--- src/logic/spi_flash_consts.svh ---
`ifndef SPI_FLASH_CONSTS_SVH
`define SPI_FLASH_CONSTS_SVH

// Field widths
`define SPI_DATA_W   32
`define SPI_CMD_W    8
`define SPI_ADDR_W   24
`define SPI_CTYP_W   3
`define SPI_NBITS_W  7
`define SPI_DUMMY_W  4
`define SPI_EDGES_W  9
`define SPI_FMT_W    8

// Lane codes, 2'b11 falls back to single
`define SPI_LANE_SINGLE 2'b00
`define SPI_LANE_DUAL   2'b01
`define SPI_LANE_QUAD   2'b10

// Frame format fields
`define SPI_FMT_CMD  7:6
`define SPI_FMT_ADDR 5:4
`define SPI_FMT_TX   3:2
`define SPI_FMT_RX   1:0

// Command types
`define SPI_CT_CMD         3'd0
`define SPI_CT_CMD_RD      3'd1
`define SPI_CT_CMD_ADDR_RD 3'd2
`define SPI_CT_CMD_WR      3'd3
`define SPI_CT_CMD_ADDR_WR 3'd4
`define SPI_CT_CMD_ADDR    3'd5

`endif

--- src/logic/spi_flash_pkg.sv ---
`include "spi_flash_consts.svh"

package spi_flash_pkg;

	typedef logic [`SPI_DATA_W-1:0]  data_t;
	typedef logic [`SPI_CMD_W-1:0]   cmd_t;
	typedef logic [`SPI_ADDR_W-1:0]  addr_t;
	typedef logic [`SPI_CTYP_W-1:0]  ctyp_t;
	typedef logic [`SPI_NBITS_W-1:0] nbits_t;
	typedef logic [`SPI_DUMMY_W-1:0] dummy_t;
	typedef logic [`SPI_EDGES_W-1:0] edges_t; // SCLK edges per frame
	typedef logic [1:0]              lane_t;

	// Master FSM
	typedef enum logic [1:0] {IDLE, SETUP, TRANSFER} ctrl_state_t;

	// Frame phases seen by the shifters
	typedef enum logic [2:0] {
		PH_IDLE,
		PH_CMD,
		PH_ADDR,
		PH_DUMMY,
		PH_TX,
		PH_RX
	} phase_t;

endpackage

--- src/logic/spi_frame_if.sv ---
`timescale 1ns/1ps

// One frame's description, controller to shifters
interface spi_frame_if;
	spi_flash_pkg::cmd_t   command;
	spi_flash_pkg::addr_t  address;
	spi_flash_pkg::data_t  tx_data;
	spi_flash_pkg::lane_t  cmd_lanes;
	spi_flash_pkg::lane_t  addr_lanes;
	spi_flash_pkg::lane_t  tx_lanes;
	spi_flash_pkg::lane_t  rx_lanes;
	logic                  has_addr;
	logic                  has_tx;
	logic                  has_rx;
	spi_flash_pkg::nbits_t tx_bits;
	spi_flash_pkg::nbits_t rx_bits;
	spi_flash_pkg::dummy_t dummy_cycles;
	logic                  start; // Transfer begins

	modport ctrl (output command, address, tx_data, cmd_lanes, addr_lanes, tx_lanes, rx_lanes,
		has_addr, has_tx, has_rx, tx_bits, rx_bits, dummy_cycles, start);
	modport tx (input command, address, tx_data, cmd_lanes, addr_lanes, tx_lanes,
		has_addr, has_tx, has_rx, tx_bits, dummy_cycles, start);
	modport rx (input rx_lanes, has_rx, rx_bits, dummy_cycles, start);
endinterface

--- src/logic/spi_frame_ctrl.sv ---
`timescale 1ns/1ps
`include "spi_flash_consts.svh"

module spi_frame_ctrl import spi_flash_pkg::*; (
	input  logic                  clk,
	input  logic                  rst,
	input  data_t                 data_in,
	input  addr_t                 address,
	input  cmd_t                  command,
	input  ctyp_t                 commtype,
	input  nbits_t                ndata_bits,
	input  dummy_t                dummy_cycles,
	input  logic [`SPI_FMT_W-1:0] frame_struct,
	input  logic                  validflag,
	input  data_t                 rx_data,
	input  logic                  sclk_done,
	spi_frame_if.ctrl             frame,
	output logic                  sclk_start,
	output edges_t                edge_count,
	output logic                  ss,
	output logic                  tready,
	output logic                  validflag_out,
	output data_t                 data_out
);

	ctrl_state_t           state;
	data_t                 r_data;
	addr_t                 r_addr;
	cmd_t                  r_cmd;
	ctyp_t                 r_ctyp;
	nbits_t                r_nbits;
	dummy_t                r_dummy;
	logic [`SPI_FMT_W-1:0] r_fmt;
	logic                  req_seen; // Request taken since validflag last fell
	logic                  accept;
	logic                  start_q;
	logic                  has_addr, has_tx, has_rx;
	lane_t                 cmd_lanes, addr_lanes, tx_lanes, rx_lanes;
	edges_t                cmd_cyc, addr_cyc, data_cyc, total_cyc;

	// Code 11 runs on one lane
	function automatic lane_t lane_norm(input lane_t code);
		if (code == `SPI_LANE_DUAL || code == `SPI_LANE_QUAD)
			return code;
		return `SPI_LANE_SINGLE;
	endfunction

	function automatic edges_t lane_cycles(input nbits_t bits, input lane_t lane);
		case (lane)
			`SPI_LANE_QUAD: return edges_t'(bits >> 2);
			`SPI_LANE_DUAL: return edges_t'(bits >> 1);
			default:        return edges_t'(bits);
		endcase
	endfunction

	assign accept = validflag && tready && !req_seen;

	always_ff @(posedge clk or posedge rst) begin
		if (rst)
			req_seen <= 1'b0;
		else if (!validflag)
			req_seen <= 1'b0;
		else if (accept)
			req_seen <= 1'b1;
	end

	always_ff @(posedge clk) begin
		if (accept) begin
			r_data <= data_in;
			r_addr <= address;
			r_cmd <= command;
			r_ctyp <= commtype;
			r_nbits <= ndata_bits;
			r_dummy <= dummy_cycles;
			r_fmt <= frame_struct;
		end
	end

	// Phases present per command type
	always_comb begin
		has_addr = 1'b0;
		has_tx = 1'b0;
		has_rx = 1'b0;
		case (r_ctyp)
			`SPI_CT_CMD:         ;
			`SPI_CT_CMD_RD:      has_rx = 1'b1;
			`SPI_CT_CMD_ADDR_RD: begin
				has_addr = 1'b1;
				has_rx = 1'b1;
			end
			`SPI_CT_CMD_WR:      has_tx = 1'b1;
			`SPI_CT_CMD_ADDR_WR: begin
				has_addr = 1'b1;
				has_tx = 1'b1;
			end
			`SPI_CT_CMD_ADDR:    has_addr = 1'b1;
			default:             ; // Unknown codes run as command only
		endcase
	end

	assign cmd_lanes  = lane_norm(r_fmt[`SPI_FMT_CMD]);
	assign addr_lanes = lane_norm(r_fmt[`SPI_FMT_ADDR]);
	assign tx_lanes   = lane_norm(r_fmt[`SPI_FMT_TX]);
	assign rx_lanes   = lane_norm(r_fmt[`SPI_FMT_RX]);

	// SCLK cycles per phase
	assign cmd_cyc = lane_cycles(nbits_t'(`SPI_CMD_W), cmd_lanes);
	assign addr_cyc = has_addr ?
		lane_cycles(nbits_t'(`SPI_ADDR_W), addr_lanes) + edges_t'(r_dummy) : '0;
	assign data_cyc = has_tx ? lane_cycles(r_nbits, tx_lanes) :
		has_rx ? lane_cycles(r_nbits, rx_lanes) : '0;
	assign total_cyc = cmd_cyc + addr_cyc + data_cyc;

	assign frame.command      = r_cmd;
	assign frame.address      = r_addr;
	assign frame.tx_data      = r_data;
	assign frame.cmd_lanes    = cmd_lanes;
	assign frame.addr_lanes   = addr_lanes;
	assign frame.tx_lanes     = tx_lanes;
	assign frame.rx_lanes     = rx_lanes;
	assign frame.has_addr     = has_addr;
	assign frame.has_tx       = has_tx;
	assign frame.has_rx       = has_rx;
	assign frame.tx_bits      = has_tx ? r_nbits : '0;
	assign frame.rx_bits      = has_rx ? r_nbits : '0;
	assign frame.dummy_cycles = has_addr ? r_dummy : '0;
	assign frame.start        = start_q;
	assign sclk_start         = start_q;

	always_ff @(posedge clk or posedge rst) begin
		if (rst) begin
			state <= IDLE;
			start_q <= 1'b0;
			edge_count <= '0;
			ss <= 1'b1;
			tready <= 1'b1;
			validflag_out <= 1'b0;
			data_out <= '0;
		end else begin
			validflag_out <= 1'b0;
			case (state)
				IDLE: begin
					if (accept) begin
						tready <= 1'b0;
						state <= SETUP;
					end
				end
				SETUP: begin
					edge_count <= total_cyc << 1; // Two edges per cycle
					start_q <= 1'b1;
					ss <= 1'b0;
					state <= TRANSFER;
				end
				TRANSFER: begin
					start_q <= 1'b0;
					// Done still holds the previous frame while start is high
					if (sclk_done && !start_q) begin
						ss <= 1'b1;
						tready <= 1'b1;
						validflag_out <= 1'b1;
						data_out <= rx_data;
						state <= IDLE;
					end
				end
				default: state <= IDLE;
			endcase
		end
	end

endmodule

--- src/flat_wrapper.sv ---
// flat-port wrapper written by rule: the top's interface ports become plain ports
module spi_frame_ctrl_flat import spi_flash_pkg::*;
  (clk, rst, data_in, address, command, commtype, ndata_bits, dummy_cycles, frame_struct, validflag, rx_data, sclk_done, sclk_start, edge_count, ss, tready, validflag_out, data_out, frame_command, frame_address, frame_tx_data, frame_cmd_lanes, frame_addr_lanes, frame_tx_lanes, frame_rx_lanes, frame_has_addr, frame_has_tx, frame_has_rx, frame_tx_bits, frame_rx_bits, frame_dummy_cycles, frame_start);
  spi_frame_if frame_i ();
  input  logic clk;
  input  logic rst;
  input  data_t data_in;
  input  addr_t address;
  input  cmd_t command;
  input  ctyp_t commtype;
  input  nbits_t ndata_bits;
  input  dummy_t dummy_cycles;
  input  logic [`SPI_FMT_W-1:0] frame_struct;
  input  logic validflag;
  input  data_t rx_data;
  input  logic sclk_done;
  output logic sclk_start;
  output edges_t edge_count;
  output logic ss;
  output logic tready;
  output logic validflag_out;
  output data_t data_out;
  output wire logic [$bits(frame_i.command)-1:0] frame_command;
  output wire logic [$bits(frame_i.address)-1:0] frame_address;
  output wire logic [$bits(frame_i.tx_data)-1:0] frame_tx_data;
  output wire logic [$bits(frame_i.cmd_lanes)-1:0] frame_cmd_lanes;
  output wire logic [$bits(frame_i.addr_lanes)-1:0] frame_addr_lanes;
  output wire logic [$bits(frame_i.tx_lanes)-1:0] frame_tx_lanes;
  output wire logic [$bits(frame_i.rx_lanes)-1:0] frame_rx_lanes;
  output wire logic [$bits(frame_i.has_addr)-1:0] frame_has_addr;
  output wire logic [$bits(frame_i.has_tx)-1:0] frame_has_tx;
  output wire logic [$bits(frame_i.has_rx)-1:0] frame_has_rx;
  output wire logic [$bits(frame_i.tx_bits)-1:0] frame_tx_bits;
  output wire logic [$bits(frame_i.rx_bits)-1:0] frame_rx_bits;
  output wire logic [$bits(frame_i.dummy_cycles)-1:0] frame_dummy_cycles;
  output wire logic [$bits(frame_i.start)-1:0] frame_start;
  assign frame_command = frame_i.command;
  assign frame_address = frame_i.address;
  assign frame_tx_data = frame_i.tx_data;
  assign frame_cmd_lanes = frame_i.cmd_lanes;
  assign frame_addr_lanes = frame_i.addr_lanes;
  assign frame_tx_lanes = frame_i.tx_lanes;
  assign frame_rx_lanes = frame_i.rx_lanes;
  assign frame_has_addr = frame_i.has_addr;
  assign frame_has_tx = frame_i.has_tx;
  assign frame_has_rx = frame_i.has_rx;
  assign frame_tx_bits = frame_i.tx_bits;
  assign frame_rx_bits = frame_i.rx_bits;
  assign frame_dummy_cycles = frame_i.dummy_cycles;
  assign frame_start = frame_i.start;
  spi_frame_ctrl u_core (.clk(clk), .rst(rst), .data_in(data_in), .address(address), .command(command), .commtype(commtype), .ndata_bits(ndata_bits), .dummy_cycles(dummy_cycles), .frame_struct(frame_struct), .validflag(validflag), .rx_data(rx_data), .sclk_done(sclk_done), .frame(frame_i), .sclk_start(sclk_start), .edge_count(edge_count), .ss(ss), .tready(tready), .validflag_out(validflag_out), .data_out(data_out));
endmodule
--- config.mk ---
export PLATFORM = sky130hd
export DESIGN_NAME = spi_frame_ctrl_flat
export DESIGN_NICKNAME = d
export VERILOG_FILES = /design/src/logic/spi_flash_pkg.sv /design/src/logic/spi_frame_if.sv /design/src/logic/spi_frame_ctrl.sv /design/src/flat_wrapper.sv
export VERILOG_INCLUDE_DIRS = /design/src /design/src/logic
export SDC_FILE = /design/constraint.sdc
export NUM_CORES = 1
export LEC_CHECK = 0
export BUFFER_PORTS_ARGS = -buffer_cell sky130_fd_sc_hd__buf_2
export CAP_MARGIN = 30
export CORE_ASPECT_RATIO = 1.25
export CORE_MARGIN = 2
export CORE_UTILIZATION = 50
export DETAILED_ROUTE_END_ITERATION = 8
export PLACE_DENSITY = 0.83
export SYNTH_ARGS = -nofsm -noshare
export SYNTH_HDL_FRONTEND = slang
export SYNTH_SLANG_ARGS = --single-unit
--- constraint.sdc ---
create_clock -name clk -period 5.51 [get_ports clk]
set_input_delay 0.8265 -clock clk [delete_from_list [all_inputs] [get_ports clk]]
set_output_delay 0.8265 -clock clk [all_outputs]
set_load 0.01 [all_outputs]
# Word-level counts from Yosys, hierarchy flattened
# Index checks and enable logic that the tools add are counted.
# totals
regBits	133
word_cells	100
# classes
mux	37
reduce_logical	19
add_sub_neg	3
n_eq_ne	26
# op_table
operator	n
case mux 7 bit (2 select lines)	2
two-way mux 7 bit	3
two-way mux 2 bit	10
equality test 2 x 1 -> 1 bit, second input constant	9
equality test 2 bit, second input constant	9
two-way mux 8 bit	2
two-way mux 1 bit	13
case mux 5 bit (2 select lines)	1
adder 4 x 8 -> 8 bit	1
adder 8 bit	1
case mux 4 bit (2 select lines)	1
adder 5 x 4 -> 6 bit	1
equality test 3 x 2 -> 1 bit, second input constant	2
equality test 3 bit, second input constant	2
!= test 2 x 1 -> 1 bit, second input constant	3
case mux 1 bit (2 select lines)	3
case mux 2 bit (3 select lines)	1
AND reduction 2 bit	3
logical OR 1 bit	4
two-way mux 4 bit	1
nonzero test 2 bit	2
OR reduction 2 bit	2
equality test 3 x 1 -> 1 bit, second input constant	1
logical AND 1 bit	3
other kinds (4)	5

# Logic depth before layout (Yosys ltp)
# depth
ltp_word	10
depth_mapped	13
ltp_nobuf	13

# Least setup slack after synthesis
# Ideal clock, no wire load.
# synth_timing
kind	register to register
start	reg u_core.r_fmt[4]
end	reg u_core.edge_count[7]
setup_slack_ns	2.430
t_arrival_ns	2.948
path_buffers	0
period_less_slack_ns	3.080
stages_incl_launch_ff	13
required_time_ns	5.379
setup_time_ns	0.131
cell_sequence	edfxtp_1 -> inv_1 -> ha_1 -> ha_1 -> inv_1 -> fa_1 -> nor2b_1 -> nor3_1 -> fa_1 -> ha_1 -> o211ai_1 -> o2111a_1 -> or3_1
# synth_via
elab_chain_cells	10
word_cells_on_any_way	13
classes_between	add/sub (3); eq/ne (4); mux (5); reduce/logical (1)
# synth_rtl
item	line_no	text
start: declaration	spi_frame_ctrl.sv:33	logic [`SPI_FMT_W-1:0] r_fmt;
start signal: assignment	spi_frame_ctrl.sv:75	r_fmt <= frame_struct;
equality test 2 x 1 -> 1 bit (no line) / equality test 2 bit (equally long branches)	--	
logical OR 1 bit (no line)	--	
two-way mux 1 bit	spi_frame_ctrl.sv:43	if (code == `SPI_LANE_DUAL || code == `SPI_LANE_QUAD)
two-way mux 2 bit (*)	spi_frame_ctrl.sv:45	return `SPI_LANE_SINGLE;
equality test 2 x 1 -> 1 bit / equality test 2 bit (equally long branches)	spi_frame_ctrl.sv:49	case (lane)
case mux 5 bit (2 select lines) (*)	spi_frame_ctrl.sv:49	
adder 5 x 4 -> 6 bit (*)	spi_frame_ctrl.sv:109	lane_cycles(nbits_t'(`SPI_ADDR_W), addr_lanes) + edges_t'(r_dummy) : '0;
two-way mux 8 bit (*)	spi_frame_ctrl.sv:108	assign addr_cyc = has_addr ?
adder 4 x 8 -> 8 bit (*)	spi_frame_ctrl.sv:112	assign total_cyc = cmd_cyc + addr_cyc + data_cyc;
adder 8 bit (*)	spi_frame_ctrl.sv:112	
end signal: assignment	spi_frame_ctrl.sv:149	edge_count <= total_cyc << 1;
end: declaration	spi_frame_ctrl.sv:19	output edges_t edge_count,
# Mark *: on every way between the ends. The rest lies on a longest branch, timed or not. The select of a mux whose other input is x is not followed.
# A chain may end at the register's enable or synchronous reset.

# Worst setup path in the final report
# Ends and elaborated chain as after synthesis.

==> impl_metrics.tcl <==
set metrics [dict create \
    port_buffers 259 \
    r2r.worst_path.cells 12 \
    period_needed_ps 3280 \
    post_drt_wl_per_cell_um 17.26 \
    path_clk_slew_ps 60 \
    crit_required_ps 5800 \
    initial_core_util_pct 50.92 \
    max-cap-violations 0 \
    crit_arrival_ps 3570 \
    yosys-top-cells-count "86 x edfxtp_1, 45 x dfrtp_1, 33 x mux2_1" \
    pre_cts_slack_ps 2223 \
    end_kind "flip-flop" \
    synth_warnings 0 \
    finalCritPeriodShare_pct 59.53 \
    yosys.area.top_type "edfxtp_1" \
    synth_seq_area_share_pct 67.29 \
    endpoint "u_core.edge_count[7]" \
    r2r_setup_slack_ps 2230 \
    worstPathMaxFanout 5 \
    grt_pass1_wl_um 20870 \
    synth_cell_types 52 \
    pin_count 261 \
    drv_slew 0 \
    syn_avg_cell_area_um2 15.40 \
    post-route-drc-count 0 \
    r2r_end "u_core.edge_count[7]" \
    antenna_found_initial 2 \
    syn_to_final_growth_pct 36.58 \
    fin_ws_ps 2230 \
    gp_congestion 0.8665 \
    cp_slowest_cell "fa_1" \
    rsz0062_at_grt "false" \
    die_x_um 98.57 \
    p_per_area_mw_per_mm2 417.5 \
    synth_edf_count 86 \
    grt_overflow 0 \
    grt_pass1_vias 4234 \
    ir_worst_vdd_mv 0.2620 \
    syn_inst 363 \
    grt_max_degree 49 \
    hold_buffers 0 \
    ant_nets 0 \
    drive_above_1_share_pct 47.37 \
    gr-usage-all-layers_pct 22.53 \
    cp-start-kind "flip-flop" \
    drt-vias-per-instance 5.090 \
    crit_chain "inv_1 > ha_1 > ha_1 > inv_1 > fa_1 > nor2b_1 > nor3_1 > fa_1 > ha_1 > o211ai_1 > o2111a_1 > or3_1" \
    routed_wl_um 13480 \
    synth.area.top_cells "edfxtp_1 46%, dfrtp_1 20%, mux2_1 6.6%" \
    syn_nets 519 \
    hpwl_um 10180 \
    rr_startpoint "u_core.r_fmt[4]" \
    fmax_mhz 304.9 \
    cts_setup_buffers 0 \
    cts_made_buffers 17 \
    hp-class "primary input to asynchronous set/reset pin" \
    fp.dieH_um 122.2 \
    rows 43 \
    cts_tree "done" \
    hold_viol 0 \
    nFillCells 810 \
    drt-initial-drc-count 253 \
    crit_type "flip-flop to flip-flop" \
    worstSetupStartpoint "u_core.r_fmt[4]" \
    synth_most_common_cell "edfxtp_1" \
    die_area_mm2 0.01205 \
    ys_async_sr_fraction_pct 35.34 \
    htreeDepth 4 \
    syn_area_mm2 0.005589 \
    synth_top_area_share_pct 46.21 \
    setup_viol 0 \
    clock_latency_ps 410 \
    clk_path_buf_depth 2 \
    cpMostUsedCell "ha_1" \
    diodes 0 \
    cts_root_buffer "clkbuf_16" \
    cts_resized 0 \
    slowest_delay_ps 460 \
    core_area_mm2 0.01098 \
    synth_ff_type "edfxtp_1" \
    slew_headroom_pct 58.62 \
    num_vias 3975 \
    finish.net_count 789 \
    numClockSinks 133 \
    fin_setup_tns_ps 0 \
    tightestPinTransition_ps 620.1 \
    status "finished, final reports clean" \
    first_pass_iters 4 \
    ys_ff_latch 133 \
    p_leak_nw 3.618 \
    clock_skew_ps 13.82 \
]
[layout make-up]
| class | instances | area, um^2 | area share (%) |
|---|---|---|---|
| clock inverter | 15 | 190.2 | 2.491 |
| timing repair buffer | 262 | 1331 | 17.44 |
| sequential | 133 | 3761 | 49.27 |
| tap | 135 | 168.9 | 2.213 |
| multi-input combinational | 194 | 1662 | 21.77 |
| inverter | 25 | 95.09 | 1.246 |
| clock buffer | 17 | 425.4 | 5.573 |
[kinds of logic after synthesis]
logic type / count (synthesis) / synth area share [%]
AOI/OAI and AO/OA: 55 / 6.716
xor gates and xnor gates: 2 / 0.4478
adders and majority gates: 34 / 8.283
buffers and inverters: 36 / 2.977
DFF: 133 / 67.29
muxes: 39 / 7.791
other: 1 / 0.06709
and+or+nand+nor: 63 / 6.425
[critical path, delay by kind of cell, from the launching register on]
kind	cells	cell delay [ps]
AO/OA/AOI/OAI	2	380
adder cells (fa/ha/maj)	5	1550
buffers and inverters	2	150
flip-flops	1	390
AND/OR/NAND/NOR	3	700
[cells in the final DEF (no fill, tap or decap), types with 2 or more instances in the layout]
cell and count:
nor3b_1 2, inv_1 22, dfrtp_1 45, inv_6 6, o211ai_1 2, clkinv_2 3, bufinv_16 3, mux2_2 3
fa_1 5, a21oi_1 7, dfstp_2 2, nor2_1 6, a2bb2oi_1 2, edfxtp_1 86, nand2_1 14, a21o_1 2
buf_4 2, nor3_1 2, o2bb2ai_1 2, clkbuf_16 17, o21ai_0 14, mux2i_1 3, ha_1 29, and3_1 8
inv_2 2, clkinv_4 3, a22o_1 4, nand3b_1 4, mux2_1 33, nor2b_1 8, a22oi_1 12, buf_2 259
nand2b_1 3, and2_1 8
[worst min-delay path by stage]
stage	start	to	slack, ps
2_1_floorplan	u_core.req_seen	u_core.req_seen	440
3_3_place_gp	u_core.req_seen	u_core.req_seen	450
3_5_place_dp	u_core.ss	u_core.ss	460
4_1_cts	u_core.ss	u_core.ss	470
5_1_grt	rst	u_core.data_out[13]	370
6_report	rst	u_core.data_out[13]	350
[stage by stage]
stage | total power, mW | hold WS (ps) | utilization (%) | instance area, um^2 | instances
detailed placement | 2.039 | 460.7 | 63.76 | 6998 | 748
floorplan | 1.745 | 442.4 | - | 5589 | 363
finish | 3.187 | 354.6 | 69.55 | 7634 | 781
CTS | 3.212 | 466.8 | 69.37 | 7614 | 780
global route | 3.343 | 373.0 | 69.55 | 7634 | 781
global placement | 2.011 | 452.5 | 63.76 | 6998 | 748
[power breakdown]
| part | switching (mW) | leakage (nW) | internal (mW) |
|---|---|---|---|
| Clock | 0.446 | 0.305 | 0.724 |
| Combinational | 0.351 | 1.97 | 0.313 |
| Sequential | 0.0907 | 1.35 | 1.26 |
| Total | 0.888 | 3.62 | 2.30 |
[flip-flops by register name (all words and copies together) (netlist names)]
| name | count |
|---|---|
| u_core.r_ctyp | 3 |
| u_core.r_fmt | 8 |
| u_core.frame.tx_data | 32 |
| u_core.edge_count | 8 |
| u_core.r_dummy | 4 |
| u_core.validflag_out | 1 |
| u_core.frame.address | 24 |
| u_core.tready | 1 |
| u_core.req_seen | 1 |
| u_core.ss | 1 |
| u_core.state | 2 |
| u_core.data_out | 32 |
| u_core.frame.command | 8 |
| u_core.r_nbits | 7 |
| u_core.frame.start | 1 |
[per-layer routing]
layer | vias to the layer above | GRT usage, % | wire length [um]
met2 | 167 | 40.01 | 7286
met3 | 25 | 7.803 | 1007
met4 | 4 | 8.048 | 247
li1 | 1864 | - | -
met5 | - | 0 | 27
met1 | 1915 | 25.14 | 4907
Power figures use the tool's default switching activity.
