### src/logic/spi_flash_consts.svh
`ifndef SPI_FLASH_CONSTS_SVH
`define SPI_FLASH_CONSTS_SVH

// Field widths
`define SPI_DATA_W   32
`define SPI_CMD_W    8
`define SPI_ADDR_W   24
`define SPI_CTYP_W   3
`define SPI_NBITS_W  7
`define SPI_DUMMY_W  4
`define SPI_EDGES_W  9
`define SPI_FMT_W    8

// Lane codes, 2'b11 falls back to single
`define SPI_LANE_SINGLE 2'b00
`define SPI_LANE_DUAL   2'b01
`define SPI_LANE_QUAD   2'b10

// Frame format fields
`define SPI_FMT_CMD  7:6
`define SPI_FMT_ADDR 5:4
`define SPI_FMT_TX   3:2
`define SPI_FMT_RX   1:0

// Command types
`define SPI_CT_CMD         3'd0
`define SPI_CT_CMD_RD      3'd1
`define SPI_CT_CMD_ADDR_RD 3'd2
`define SPI_CT_CMD_WR      3'd3
`define SPI_CT_CMD_ADDR_WR 3'd4
`define SPI_CT_CMD_ADDR    3'd5

`endif

### src/logic/spi_flash_pkg.sv
`include "spi_flash_consts.svh"

package spi_flash_pkg;

	typedef logic [`SPI_DATA_W-1:0]  data_t;
	typedef logic [`SPI_CMD_W-1:0]   cmd_t;
	typedef logic [`SPI_ADDR_W-1:0]  addr_t;
	typedef logic [`SPI_CTYP_W-1:0]  ctyp_t;
	typedef logic [`SPI_NBITS_W-1:0] nbits_t;
	typedef logic [`SPI_DUMMY_W-1:0] dummy_t;
	typedef logic [`SPI_EDGES_W-1:0] edges_t; // SCLK edges per frame
	typedef logic [1:0]              lane_t;

	// Master FSM
	typedef enum logic [1:0] {IDLE, SETUP, TRANSFER} ctrl_state_t;

	// Frame phases seen by the shifters
	typedef enum logic [2:0] {
		PH_IDLE,
		PH_CMD,
		PH_ADDR,
		PH_DUMMY,
		PH_TX,
		PH_RX
	} phase_t;

endpackage

### src/logic/spi_frame_if.sv
`timescale 1ns/1ps

// One frame's description, controller to shifters
interface spi_frame_if;
	spi_flash_pkg::cmd_t   command;
	spi_flash_pkg::addr_t  address;
	spi_flash_pkg::data_t  tx_data;
	spi_flash_pkg::lane_t  cmd_lanes;
	spi_flash_pkg::lane_t  addr_lanes;
	spi_flash_pkg::lane_t  tx_lanes;
	spi_flash_pkg::lane_t  rx_lanes;
	logic                  has_addr;
	logic                  has_tx;
	logic                  has_rx;
	spi_flash_pkg::nbits_t tx_bits;
	spi_flash_pkg::nbits_t rx_bits;
	spi_flash_pkg::dummy_t dummy_cycles;
	logic                  start; // Transfer begins

	modport ctrl (output command, address, tx_data, cmd_lanes, addr_lanes, tx_lanes, rx_lanes,
		has_addr, has_tx, has_rx, tx_bits, rx_bits, dummy_cycles, start);
	modport tx (input command, address, tx_data, cmd_lanes, addr_lanes, tx_lanes,
		has_addr, has_tx, has_rx, tx_bits, dummy_cycles, start);
	modport rx (input rx_lanes, has_rx, rx_bits, dummy_cycles, start);
endinterface

### src/logic/spi_rx_shifter.sv
`timescale 1ns/1ps
`include "spi_flash_consts.svh"

module spi_rx_shifter import spi_flash_pkg::*; (
	input  logic       clk,
	input  logic       rst,
	spi_frame_if.rx    frame,
	input  logic       latch_out,
	input  logic       latch_in,
	input  logic       tx_done,
	input  logic [3:0] dq_in,
	output data_t      rx_data
);

	phase_t phase;
	dummy_t dummy_left;
	nbits_t rx_cnt;
	nbits_t step;
	logic   rx_wait;
	logic   dummy_step;

	always_comb begin
		case (frame.rx_lanes)
			`SPI_LANE_QUAD: step = nbits_t'(4);
			`SPI_LANE_DUAL: step = nbits_t'(2);
			default:        step = nbits_t'(1);
		endcase
	end

	// Read pending once the outgoing bits are done
	assign rx_wait = tx_done && frame.has_rx && (rx_cnt == '0);
	assign dummy_step = latch_out && (phase == PH_DUMMY || (phase == PH_IDLE && rx_wait));

	always_ff @(posedge clk or posedge rst) begin
		if (rst) begin
			phase <= PH_IDLE;
			dummy_left <= '0;
			rx_cnt <= '0;
			rx_data <= '0;
		end else if (frame.start) begin
			phase <= PH_IDLE;
			dummy_left <= frame.dummy_cycles;
			rx_cnt <= '0;
			rx_data <= '0;
		end else if (dummy_step) begin
			if (dummy_left == '0) begin
				phase <= PH_RX; // Sample from the next latch_in on
			end else begin
				dummy_left <= dummy_left - 1'b1;
				phase <= PH_DUMMY;
			end
		end else if (phase == PH_RX && latch_in) begin
			case (frame.rx_lanes)
				`SPI_LANE_QUAD: rx_data <= {rx_data[`SPI_DATA_W-5:0], dq_in};
				`SPI_LANE_DUAL: rx_data <= {rx_data[`SPI_DATA_W-3:0], dq_in[1:0]};
				default:        rx_data <= {rx_data[`SPI_DATA_W-2:0], dq_in[1]};
			endcase
			rx_cnt <= rx_cnt + step;
			if (rx_cnt + step >= frame.rx_bits)
				phase <= PH_IDLE;
		end
	end

endmodule

### src/flat_wrapper.sv
// flat-port wrapper written by rule: the top's interface ports become plain ports
module spi_rx_shifter_flat import spi_flash_pkg::*;
  (clk, rst, latch_out, latch_in, tx_done, dq_in, rx_data, frame_rx_lanes, frame_has_rx, frame_rx_bits, frame_dummy_cycles, frame_start);
  spi_frame_if frame_i ();
  input  logic clk;
  input  logic rst;
  input  logic latch_out;
  input  logic latch_in;
  input  logic tx_done;
  input  logic [3:0] dq_in;
  output data_t rx_data;
  input wire logic [$bits(frame_i.rx_lanes)-1:0] frame_rx_lanes;
  input wire logic [$bits(frame_i.has_rx)-1:0] frame_has_rx;
  input wire logic [$bits(frame_i.rx_bits)-1:0] frame_rx_bits;
  input wire logic [$bits(frame_i.dummy_cycles)-1:0] frame_dummy_cycles;
  input wire logic [$bits(frame_i.start)-1:0] frame_start;
  assign frame_i.rx_lanes = frame_rx_lanes;
  assign frame_i.has_rx = frame_has_rx;
  assign frame_i.rx_bits = frame_rx_bits;
  assign frame_i.dummy_cycles = frame_dummy_cycles;
  assign frame_i.start = frame_start;
  spi_rx_shifter u_core (.clk(clk), .rst(rst), .frame(frame_i), .latch_out(latch_out), .latch_in(latch_in), .tx_done(tx_done), .dq_in(dq_in), .rx_data(rx_data));
endmodule
### config.mk
export PLATFORM = sky130hd
export DESIGN_NAME = spi_rx_shifter_flat
export DESIGN_NICKNAME = d
export VERILOG_FILES = /design/src/logic/spi_flash_pkg.sv /design/src/logic/spi_frame_if.sv /design/src/logic/spi_rx_shifter.sv /design/src/flat_wrapper.sv
export VERILOG_INCLUDE_DIRS = /design/src /design/src/logic
export SDC_FILE = /design/constraint.sdc
export NUM_CORES = 1
export LEC_CHECK = 0
export BUFFER_PORTS_ARGS = -buffer_cell sky130_fd_sc_hd__buf_4
export CAP_MARGIN = 20
export CORE_MARGIN = 2
export CORE_UTILIZATION = 55
export CTS_CLUSTER_DIAMETER = 60
export DETAILED_ROUTE_END_ITERATION = 16
export GPL_TIMING_DRIVEN = 0
export MAX_ROUTING_LAYER = met4
export PLACE_DENSITY = 0.79
export SLEW_MARGIN = 20
export SYNTH_ARGS = -nofsm -noshare
export SYNTH_HDL_FRONTEND = slang
export SYNTH_SLANG_ARGS = --single-unit
export TNS_END_PERCENT = 10
### constraint.sdc
create_clock -name clk -period 2.8 [get_ports clk]
set_input_delay 0.56 -clock clk [delete_from_list [all_inputs] [get_ports clk]]
set_output_delay 0.56 -clock clk [all_outputs]
set_load 0.02 [all_outputs]
Yosys cells after proc, flatten, opt, wreduce, memory -nomap -nowiden. Index checks and enable logic that the tools add are counted.

Add/sub/neg operators: 2. $lt $le $gt $ge: 1. Equality and inequality tests: 6. Mux-type cells: 16. Reduce and logical (&&, ||, !) cells: 16.

Operator list (count): 32-bit 2-to-1 mux (3); 32-bit case mux with 2 select lines (1); 7-bit 2-to-1 mux (3); 3-bit 2-to-1 mux (5); 4-bit 2-to-1 mux (3); 7-bit by 3-bit adder with 7-bit output (1); 7-bit >= comparator (1); 7-bit logical NOT (1); 3-bit case mux with 2 select lines (1); 2-bit AND reduction (3); 3-bit nonzero test (2); 1-bit logical AND (5); 4-bit logical NOT (1); 2-bit inequality test, second input constant (2); 2-bit nonzero test (2); 4-bit by 1-bit subtractor with 4-bit output, second input constant (1); 3-bit by 2-bit equality test with 1-bit output, second input constant (1); 3-bit equality test, second input constant (1); 3-bit logical NOT (1); 2-bit by 1-bit equality test with 1-bit output, second input constant (1); 2-bit equality test, second input constant (1); 1-bit logical OR (1).

Bits in registers: 46. Bits of input ports: 24. Output and inout bits: 32. Word-level logic and storage cells: 45.

Depth between registers and ports, before layout. Gate-level depths: netlist (run 1).

Depth in word-level cells: 8. Mapped depth: 14. Gate-level depth less buffers: 14.

Worst setup path before layout (run 1). OpenSTA, ideal clock, no wires.

Path type: input -> register. Start point: input frame_rx_lanes[0]. End point: register u_core.phase[2]. Setup time: 0.083 ns. Arrival: 2.822 ns. Data required time: 2.717 ns. Setup slack: -0.105 ns. Stages on the path: 14. Path buffers: 0. Cell sequence: inv_1 -> ha_1 -> ha_1 -> inv_1 -> fa_1 -> nor2b_1 -> o21ai_0 -> nor2_1 -> xor2_1 -> ha_1 -> a211oi_1 -> and3_1 -> o21ai_0 -> o21ai_0.

Cells in the longest elaborated chain, start to end: 6. Elaborated cells between the ends (all ways): 7. Classes of those cells: 1 x add/sub; 1 x order compare; 2 x eq/ne; 1 x mux; 2 x reduce/logical.

RTL lines: from (decl) (RTL line flat_wrapper.sv:12) `input wire logic [$bits(frame_i.rx_lanes)-1:0] frame_rx_lanes;`; 2-bit by 1-bit equality test with 1-bit output / 2-bit equality test (equally long branches) (RTL line spi_rx_shifter.sv:23) `case (frame.rx_lanes)`; 3-bit case mux with 2 select lines * (RTL line spi_rx_shifter.sv:23); 7-bit by 3-bit adder with 7-bit output * (RTL line spi_rx_shifter.sv:59) `if (rx_cnt + step >= frame.rx_bits)`; 7-bit >= comparator * (RTL line spi_rx_shifter.sv:59); 3-bit nonzero test (no line) *; 2-bit AND reduction (no line) *; to (signal assigned) (RTL line spi_rx_shifter.sv:47) `phase <= PH_RX;`; to (signal assigned) (RTL line spi_rx_shifter.sv:50) `phase <= PH_DUMMY;`; to (signal assigned) (RTL line spi_rx_shifter.sv:60) `phase <= PH_IDLE;`; to (decl) (RTL line spi_rx_shifter.sv:15) `phase_t phase;`.

Mark *: on every way between the ends. The rest lies on a longest branch, timed or not. A chain may end at the register's enable or synchronous reset.

Worst setup path after layout (run 1).
Start point: input frame_rx_lanes[0]. End point: register u_core.phase[0].

The elaborated chain is that of the path after synthesis.

==> results_dict.tcl, run 1 <==
set metrics [dict create \
    outcome "finished, final reports clean" \
    rsz0062_at_grt "false" \
    yosys.area_share.adder_pct 7.01 \
    cts_htree_levels 2 \
    clock-sinks 46 \
    insertion_delay_ps 300 \
    final_area_um2 3630 \
    timing.final.crit_share_pct 96.4 \
    synth-xor-area-share_pct 1.77 \
    slew_headroom_pct 64.2 \
    synth_area_leader_cell "dfrtp_1" \
    yosys_warnings 0 \
    die_y_um 77.4 \
    drtPass1Iterations 5 \
    cp.arrival_ps 2930 \
    synth_compound_gate_area_share_pct 26.5 \
    fill_cells 453 \
    synth_top_family_by_area "compound AO/OA/AOI/OAI gates" \
    crit_type "in2reg" \
    layout-drive-gt1-share_pct 18.2 \
    hold_viol 0 \
    ys_types 40 \
    synth_edf_count 0 \
    p_total_mw 1.41 \
    syn_nets 421 \
    p_sw_share_pct 30.4 \
    r2r_start "u_core.rx_cnt[1]$_DFFE_PP0P_" \
    place_area_um2 3510 \
    layout.nets 485 \
    synthMuxAreaShare_pct 0 \
    path_clk_slew_ps 90 \
    end_kind "flop" \
    period_minus_slack_ps 2700 \
    intPower_mw 0.979 \
    avgRoutedWirePerCell_um 15.2 \
    core_area_um2 5140 \
    num_vias 2991 \
    rr_worst_depth 10 \
    skew_ps 11.0 \
    p_seq_share_pct 50.2 \
    synthFlopType "dfrtp_1" \
    syn_area_um2 2960 \
    cts_made_buffers 5 \
    async_flop_share_pct 100 \
    grt_max_degree 29 \
    worst_ep_required_time_ps 3030 \
    die-area_um2 5990 \
    cap_violations 0 \
    worst_slew_pin_slew_ps 536 \
    leakage_nw 1.55 \
    wirelength_mm 7.84 \
    ir_worst_vdd_uv 287 \
    ys_top_cells_by_area "dfrtp_1 39%, nand2_1 13%, a22oi_1 7.9%" \
    via_per_inst 5.80 \
    clock-root-buffer "clkbuf_8" \
    rr_endpoint "u_core.phase[0]$_DFFE_PP0P_" \
    power.switching_mw 0.427 \
    place_hpwl_mm 5.76 \
    area_delta_synth_final_pct 22.5 \
    drt-initial-drc-count 230 \
    setup_viol 0 \
    globalRouteOverflowTotal 0 \
    cp_max_fo 4 \
    io_buffers 55 \
    cellPowerDensity_nw_per_um2 387 \
    setup_ws_ps 102 \
    fin_util_pct 70.6 \
    synth.yosys.seq_area_share_pct 38.9 \
    grt_antenna_before_repair 0 \
    clkPwrFrac_pct 30.7 \
    gp_congestion 0.943 \
    grt_pass1_vias 2782 \
    syn_area_per_cell_um2 7.78 \
    diodes 0 \
    io_pins 56 \
    cts_max_path_buffers 2 \
    grt_usage_pct 27.7 \
    r2r_setup_slack_ps 310 \
    yosys_register_bits 46 \
    synth_common_cells "101 x nand2_1, 46 x dfrtp_1, 41 x o21ai_0" \
    place_ws_ps -400 \
    antenna_left 0 \
    die_x_um 77.4 \
    fmax_ghz 0.371 \
    grt_pass1_wl_mm 13.1 \
    start_util_pct 57.6 \
    cp-start-kind "primary input" \
    yosysMostFrequentCell "nand2_1" \
    hold_path_class "in2async" \
    tritoncts "yes" \
    fin_hold_ws_ps 256 \
    synth_cells 381 \
    yosys.area_share.simple_pct 19.7 \
    final_max_slew_viol_count 0 \
    synth_top_area_share_pct 38.9 \
    remaining_drc_errors 0 \
    std_cell_rows 26 \
    power_frac_comb_pct 19.1 \
]
## final cells by class
cell class / count / area (um^2) / share of cell area (%)
plain buffers: 28 / 113 / 3.10
clock buffers: 7 / 86.3 / 2.38
clock inverters: 1 / 5.00 / 0.138
inverters: 19 / 71.3 / 1.96
multi-input cells: 288 / 1680 / 46.2
flip-flops and latches: 46 / 1150 / 31.7
well taps: 70 / 87.6 / 2.41
repair buffers: 57 / 440 / 12.1
## critical path: stages
cell      delay, ps
buf_4           100
inv_2            40
ha_4            260
ha_4            120
inv_2            40
fa_2            360
nor2b_4         140
o21ai_2          70
nor2_1          150
xor2_1          160
ha_1            290
a211oi_2        220
and3_1          200
o21ai_2          80
o22ai_1         110
## cells in the final DEF (no fill, tap or decap), types with 2 or more instances in the layout
master and count:
ha_4 2, dfrtp_1 46, nor3_1 2, a21o_1 2, clkbuf_8 6, xnor2_1 3
nand4_1 5, or3_1 2, xor2_1 3, nand3_1 3, a31oi_1 4, buf_2 3
buf_4 57, nand2_1 101, ha_1 13, o21ai_0 38, nor2_1 11, nor4_1 2
inv_1 16, a21oi_1 38, o31ai_1 2, clkbuf_1 25, o21ai_2 2, a22oi_1 31
o211ai_1 3, inv_2 3
## flip-flops by register name (all words and copies together), names as in the netlist
signal	cells
u_core.rx_data	32
u_core.rx_cnt	7
u_core.dummy_left	4
u_core.phase	3
## power groups by stage
stage	registers (mW)	logic (mW)	clock network, mW
detailed placement	0.719	0.263	0
finish	0.706	0.268	0.432
CTS	0.706	0.265	0.437
global placement	0.718	0.247	0
global route	0.710	0.300	0.467
floorplan	0.715	0.173	0
## metal layers
| layer | track usage, % | share of wire [%] |
|---|---|---|
| met1 | 36.8 | 46 |
| met3 | 3.49 | 4.4 |
| met4 | 6.25 | 1.3 |
| met2 | 45.7 | 48 |
| met5 | - | 0 |
## worst max path at each step
stage	start	endpoint	slack [ps]	cells after the start
floorplan	frame_rx_lanes[0]	u_core.phase[2]$_DFFE_PP0P_	10	14
global placement	frame_rx_lanes[0]	u_core.phase[2]$_DFFE_PP0P_	-320	15
detailed placement	frame_rx_lanes[0]	u_core.phase[2]$_DFFE_PP0P_	-400	15
CTS	frame_rx_lanes[0]	u_core.phase[2]$_DFFE_PP0P_	6	15
global route	frame_rx_lanes[0]	u_core.phase[2]$_DFFE_PP0P_	5	15
finish	frame_rx_lanes[0]	u_core.phase[0]$_DFFE_PP0P_	100	15
## metrics by stage
stage          setup TNS [ps]  cells
2_1_floorplan               0    381
3_3_place_gp             -636    506
3_5_place_dp             -788    507
4_1_cts                     0    515
5_1_grt                     0    516
6_report                    0    516
## logic make-up (layout without fill, tap and decap cells)
group           count (synthesis)  count (layout)
simple gates                  136             136
compound gates                130             130
buf+inv                        47             112
flops                          46              46
fa+ha+maj                      16              16
xor+xnor                        6               6
## repair_timing
item	CTS	global route
setup endpoints to repair	2	2
pin swaps	2	9
gates resized for setup	2	5
hold buffers	0	0
buffers inserted	0	1
Power figures use the tool's default switching activity.
==> inputs of run 2 (changes only) <==
BUFFER_PORTS_ARGS = -buffer_cell sky130_fd_sc_hd__buf_2   (was -buffer_cell sky130_fd_sc_hd__buf_4)
CORE_UTILIZATION = 35   (was 55)
PLACE_DENSITY = default   (was 0.79)
==> run 2 against run 1 <==
Hold slack improved by 29 ps. Combinational power decreased by 4%. Non-clock buffer count increased by 9. Critical path depth increased by 2. Design area increased by 0.28%. Register-to-register slack got worse by 60 ps. Flip-flop and latch count unchanged. First-iteration DRC count decreased by 33%. Via count about the same. Core utilization decreased by 26 points. Total power increased by 4.5%. Die area increased by 54%. Critical path type unchanged. Largest cell class unchanged.
==> results_dict.tcl, run 2 (same netlist as run 1, synthesis figures left out) <==
set metrics [dict create \
    tritoncts "yes" \
    most-common-layout-cells "101 x nand2_1, 56 x buf_2, 46 x dfrtp_1, 38 x o21ai_0, 37 x a21oi_1" \
    crit_type "in2reg" \
    diodes 0 \
    path_clk_slew_ps 90 \
    cp-start-kind "primary input" \
    end_kind "flop" \
    io_buffers 55 \
    grt_pass1_wl_mm 13.8 \
    worst_slew_pin_slew_ps 535 \
    final_max_slew_viol_count 0 \
    fmax_ghz 0.370 \
    io_pins 56 \
    cts_max_path_buffers 2 \
    std_cell_rows 33 \
    fill_cells 853 \
    layout_commonest_cell "nand2_1" \
    crit_path_max_incr_delay_ps 400 \
    drt-initial-drc-count 153 \
    cp_common_cell "buf_4" \
    clock-sinks 46 \
    num_vias 2990 \
    rsz0062_at_grt "true" \
    slew_headroom_pct 64.3 \
    avgRoutedWirePerCell_um 14.4 \
    die_x_um 96.0 \
    path_cells "buf_8, inv_4, ha_4, ha_4, inv_2, fa_2, nor2b_2, buf_4, buf_4, buf_4, buf_4, buf_4, buf_4, buf_4, o211ai_1, or3_1, a21oi_2" \
    setup_ws_ps 98.9 \
    via_per_inst 5.34 \
    worst_ep_required_time_ps 3030 \
    remaining_drc_errors 0 \
    cp_max_fo 3 \
    gp_congestion 0.849 \
    grt_max_degree 25 \
    layout-drive-gt1-share_pct 19.8 \
    skew_ps 5.21 \
    wirelength_mm 8.08 \
    antenna_left 0 \
    clock-root-buffer "clkbuf_8" \
    max_flop_register "u_core.rx_data" \
    leakage_nw 1.59 \
    timing.final.crit_share_pct 96.5 \
    layout.nets 494 \
    cellPowerDensity_nw_per_um2 404 \
    outcome "finished, final reports clean" \
    core_area_um2 8220 \
    place_ws_ps -401 \
    globalRouteOverflowTotal 0 \
    period_minus_slack_ps 2700 \
    insertion_delay_ps 300 \
    fin_hold_ws_ps 286 \
    setup_viol 0 \
    drtPass1Iterations 4 \
    slowest_stage "or3_1" \
    ir_worst_vdd_uv 214 \
    hold_viol 0 \
    grt_usage_pct 19.3 \
    cp.arrival_ps 2930 \
    area_delta_synth_final_pct 22.8 \
    place_hpwl_mm 5.89 \
    cts_made_buffers 5 \
    cts_htree_levels 2 \
    cap_violations 0 \
    die-area_um2 9220 \
    multi_input_area_um2 1670 \
    start_util_pct 36.1 \
    largest_reg_flops 32 \
    grt_antenna_before_repair 0 \
    grt_pass1_vias 2924 \
    ff_latch_area_um2 1150 \
    die_y_um 96.0 \
    hold_path_class "in2async" \
    largestRegisters "u_core.rx_data x32, u_core.rx_cnt x7, u_core.dummy_left x4" \
]
## run 2: final cells by class
class	count	area share [%]
inverter	19	2.03
timing repair buffer	66	10.6
tap	105	3.61
multi-input combinational	288	46.0
clock buffer	6	1.99
clock inverter	2	1.03
sequential	46	31.6
buffer	28	3.09
## run 2: worst paths after layout
kind / to / cells after the start / start / slack [ps]
setup reg to reg: u_core.rx_cnt[4]$_DFFE_PP0P_ / 15 / u_core.rx_cnt[0]$_DFFE_PP0P_ / 250
setup / recovery: u_core.rx_cnt[6]$_DFFE_PP0P_ / 17 / frame_rx_lanes[0] / 100
max in group asynchronous: u_core.rx_data[2]$_DFFE_PP0P_ / 3 / rst / 2000
hold reg to reg: u_core.rx_data[31]$_DFFE_PP0P_ / 2 / u_core.rx_data[31]$_DFFE_PP0P_ / 560
hold / removal: u_core.rx_data[25]$_DFFE_PP0P_ / 2 / rst / 290
min in group clk: u_core.dummy_left[1]$_DFFE_PP0P_ / 3 / frame_dummy_cycles[1] / 480
## run 2: where the power goes
| part | switching (mW) | internal [mW] | leakage (nW) | total, mW |
|---|---|---|---|---|
| Combinational | 0.165 | 0.0921 | 0.909 | 0.258 |
| Sequential | 0.0251 | 0.682 | 0.630 | 0.707 |
| Clock | 0.238 | 0.267 | 0.0514 | 0.504 |
| Total | 0.428 | 1.04 | 1.59 | 1.47 |
## run 2: worst max-delay path: cells and delay by family
kind	cells	cell delay [ps]
buf+inv	10	800
fa+ha+maj	3	760
simple gates	2	540
compound gates	2	260
## run 2: stage by stage
| step | TNS (ps) | util [%] | total power, mW | area [um^2] | std cells |
|---|---|---|---|---|---|
| 2_1_floorplan | 0 | - | 0.888 | 2990 | 381 |
| 3_3_place_gp | -619 | 41.3 | 0.960 | 3400 | 541 |
| 3_5_place_dp | -785 | 41.6 | 0.971 | 3420 | 542 |
| 4_1_cts | 0 | 43.8 | 1.48 | 3600 | 559 |
| 5_1_grt | -98.9 | 44.3 | 1.55 | 3640 | 560 |
| 6_report | 0 | 44.3 | 1.47 | 3640 | 560 |
## run 2: per-layer routing
metal | global-route usage [%] | wire length (um) | up-vias
met4 | 5.83 | 63 | 0
met3 | 3.05 | 452 | 4
li1 | - | - | 1476
met1 | 25.4 | 3730 | 1425
met2 | 30.7 | 3830 | 85
met5 | - | 0 | -
## run 2: timing repair
item | in CTS | in global routing
pin swaps | 3 | 5
hold buffers | 0 | 0
setup buffers | 9 | 2
setup endpoints to repair | 2 | 4
resized for setup | 2 | 10
cloned | 0 | 0
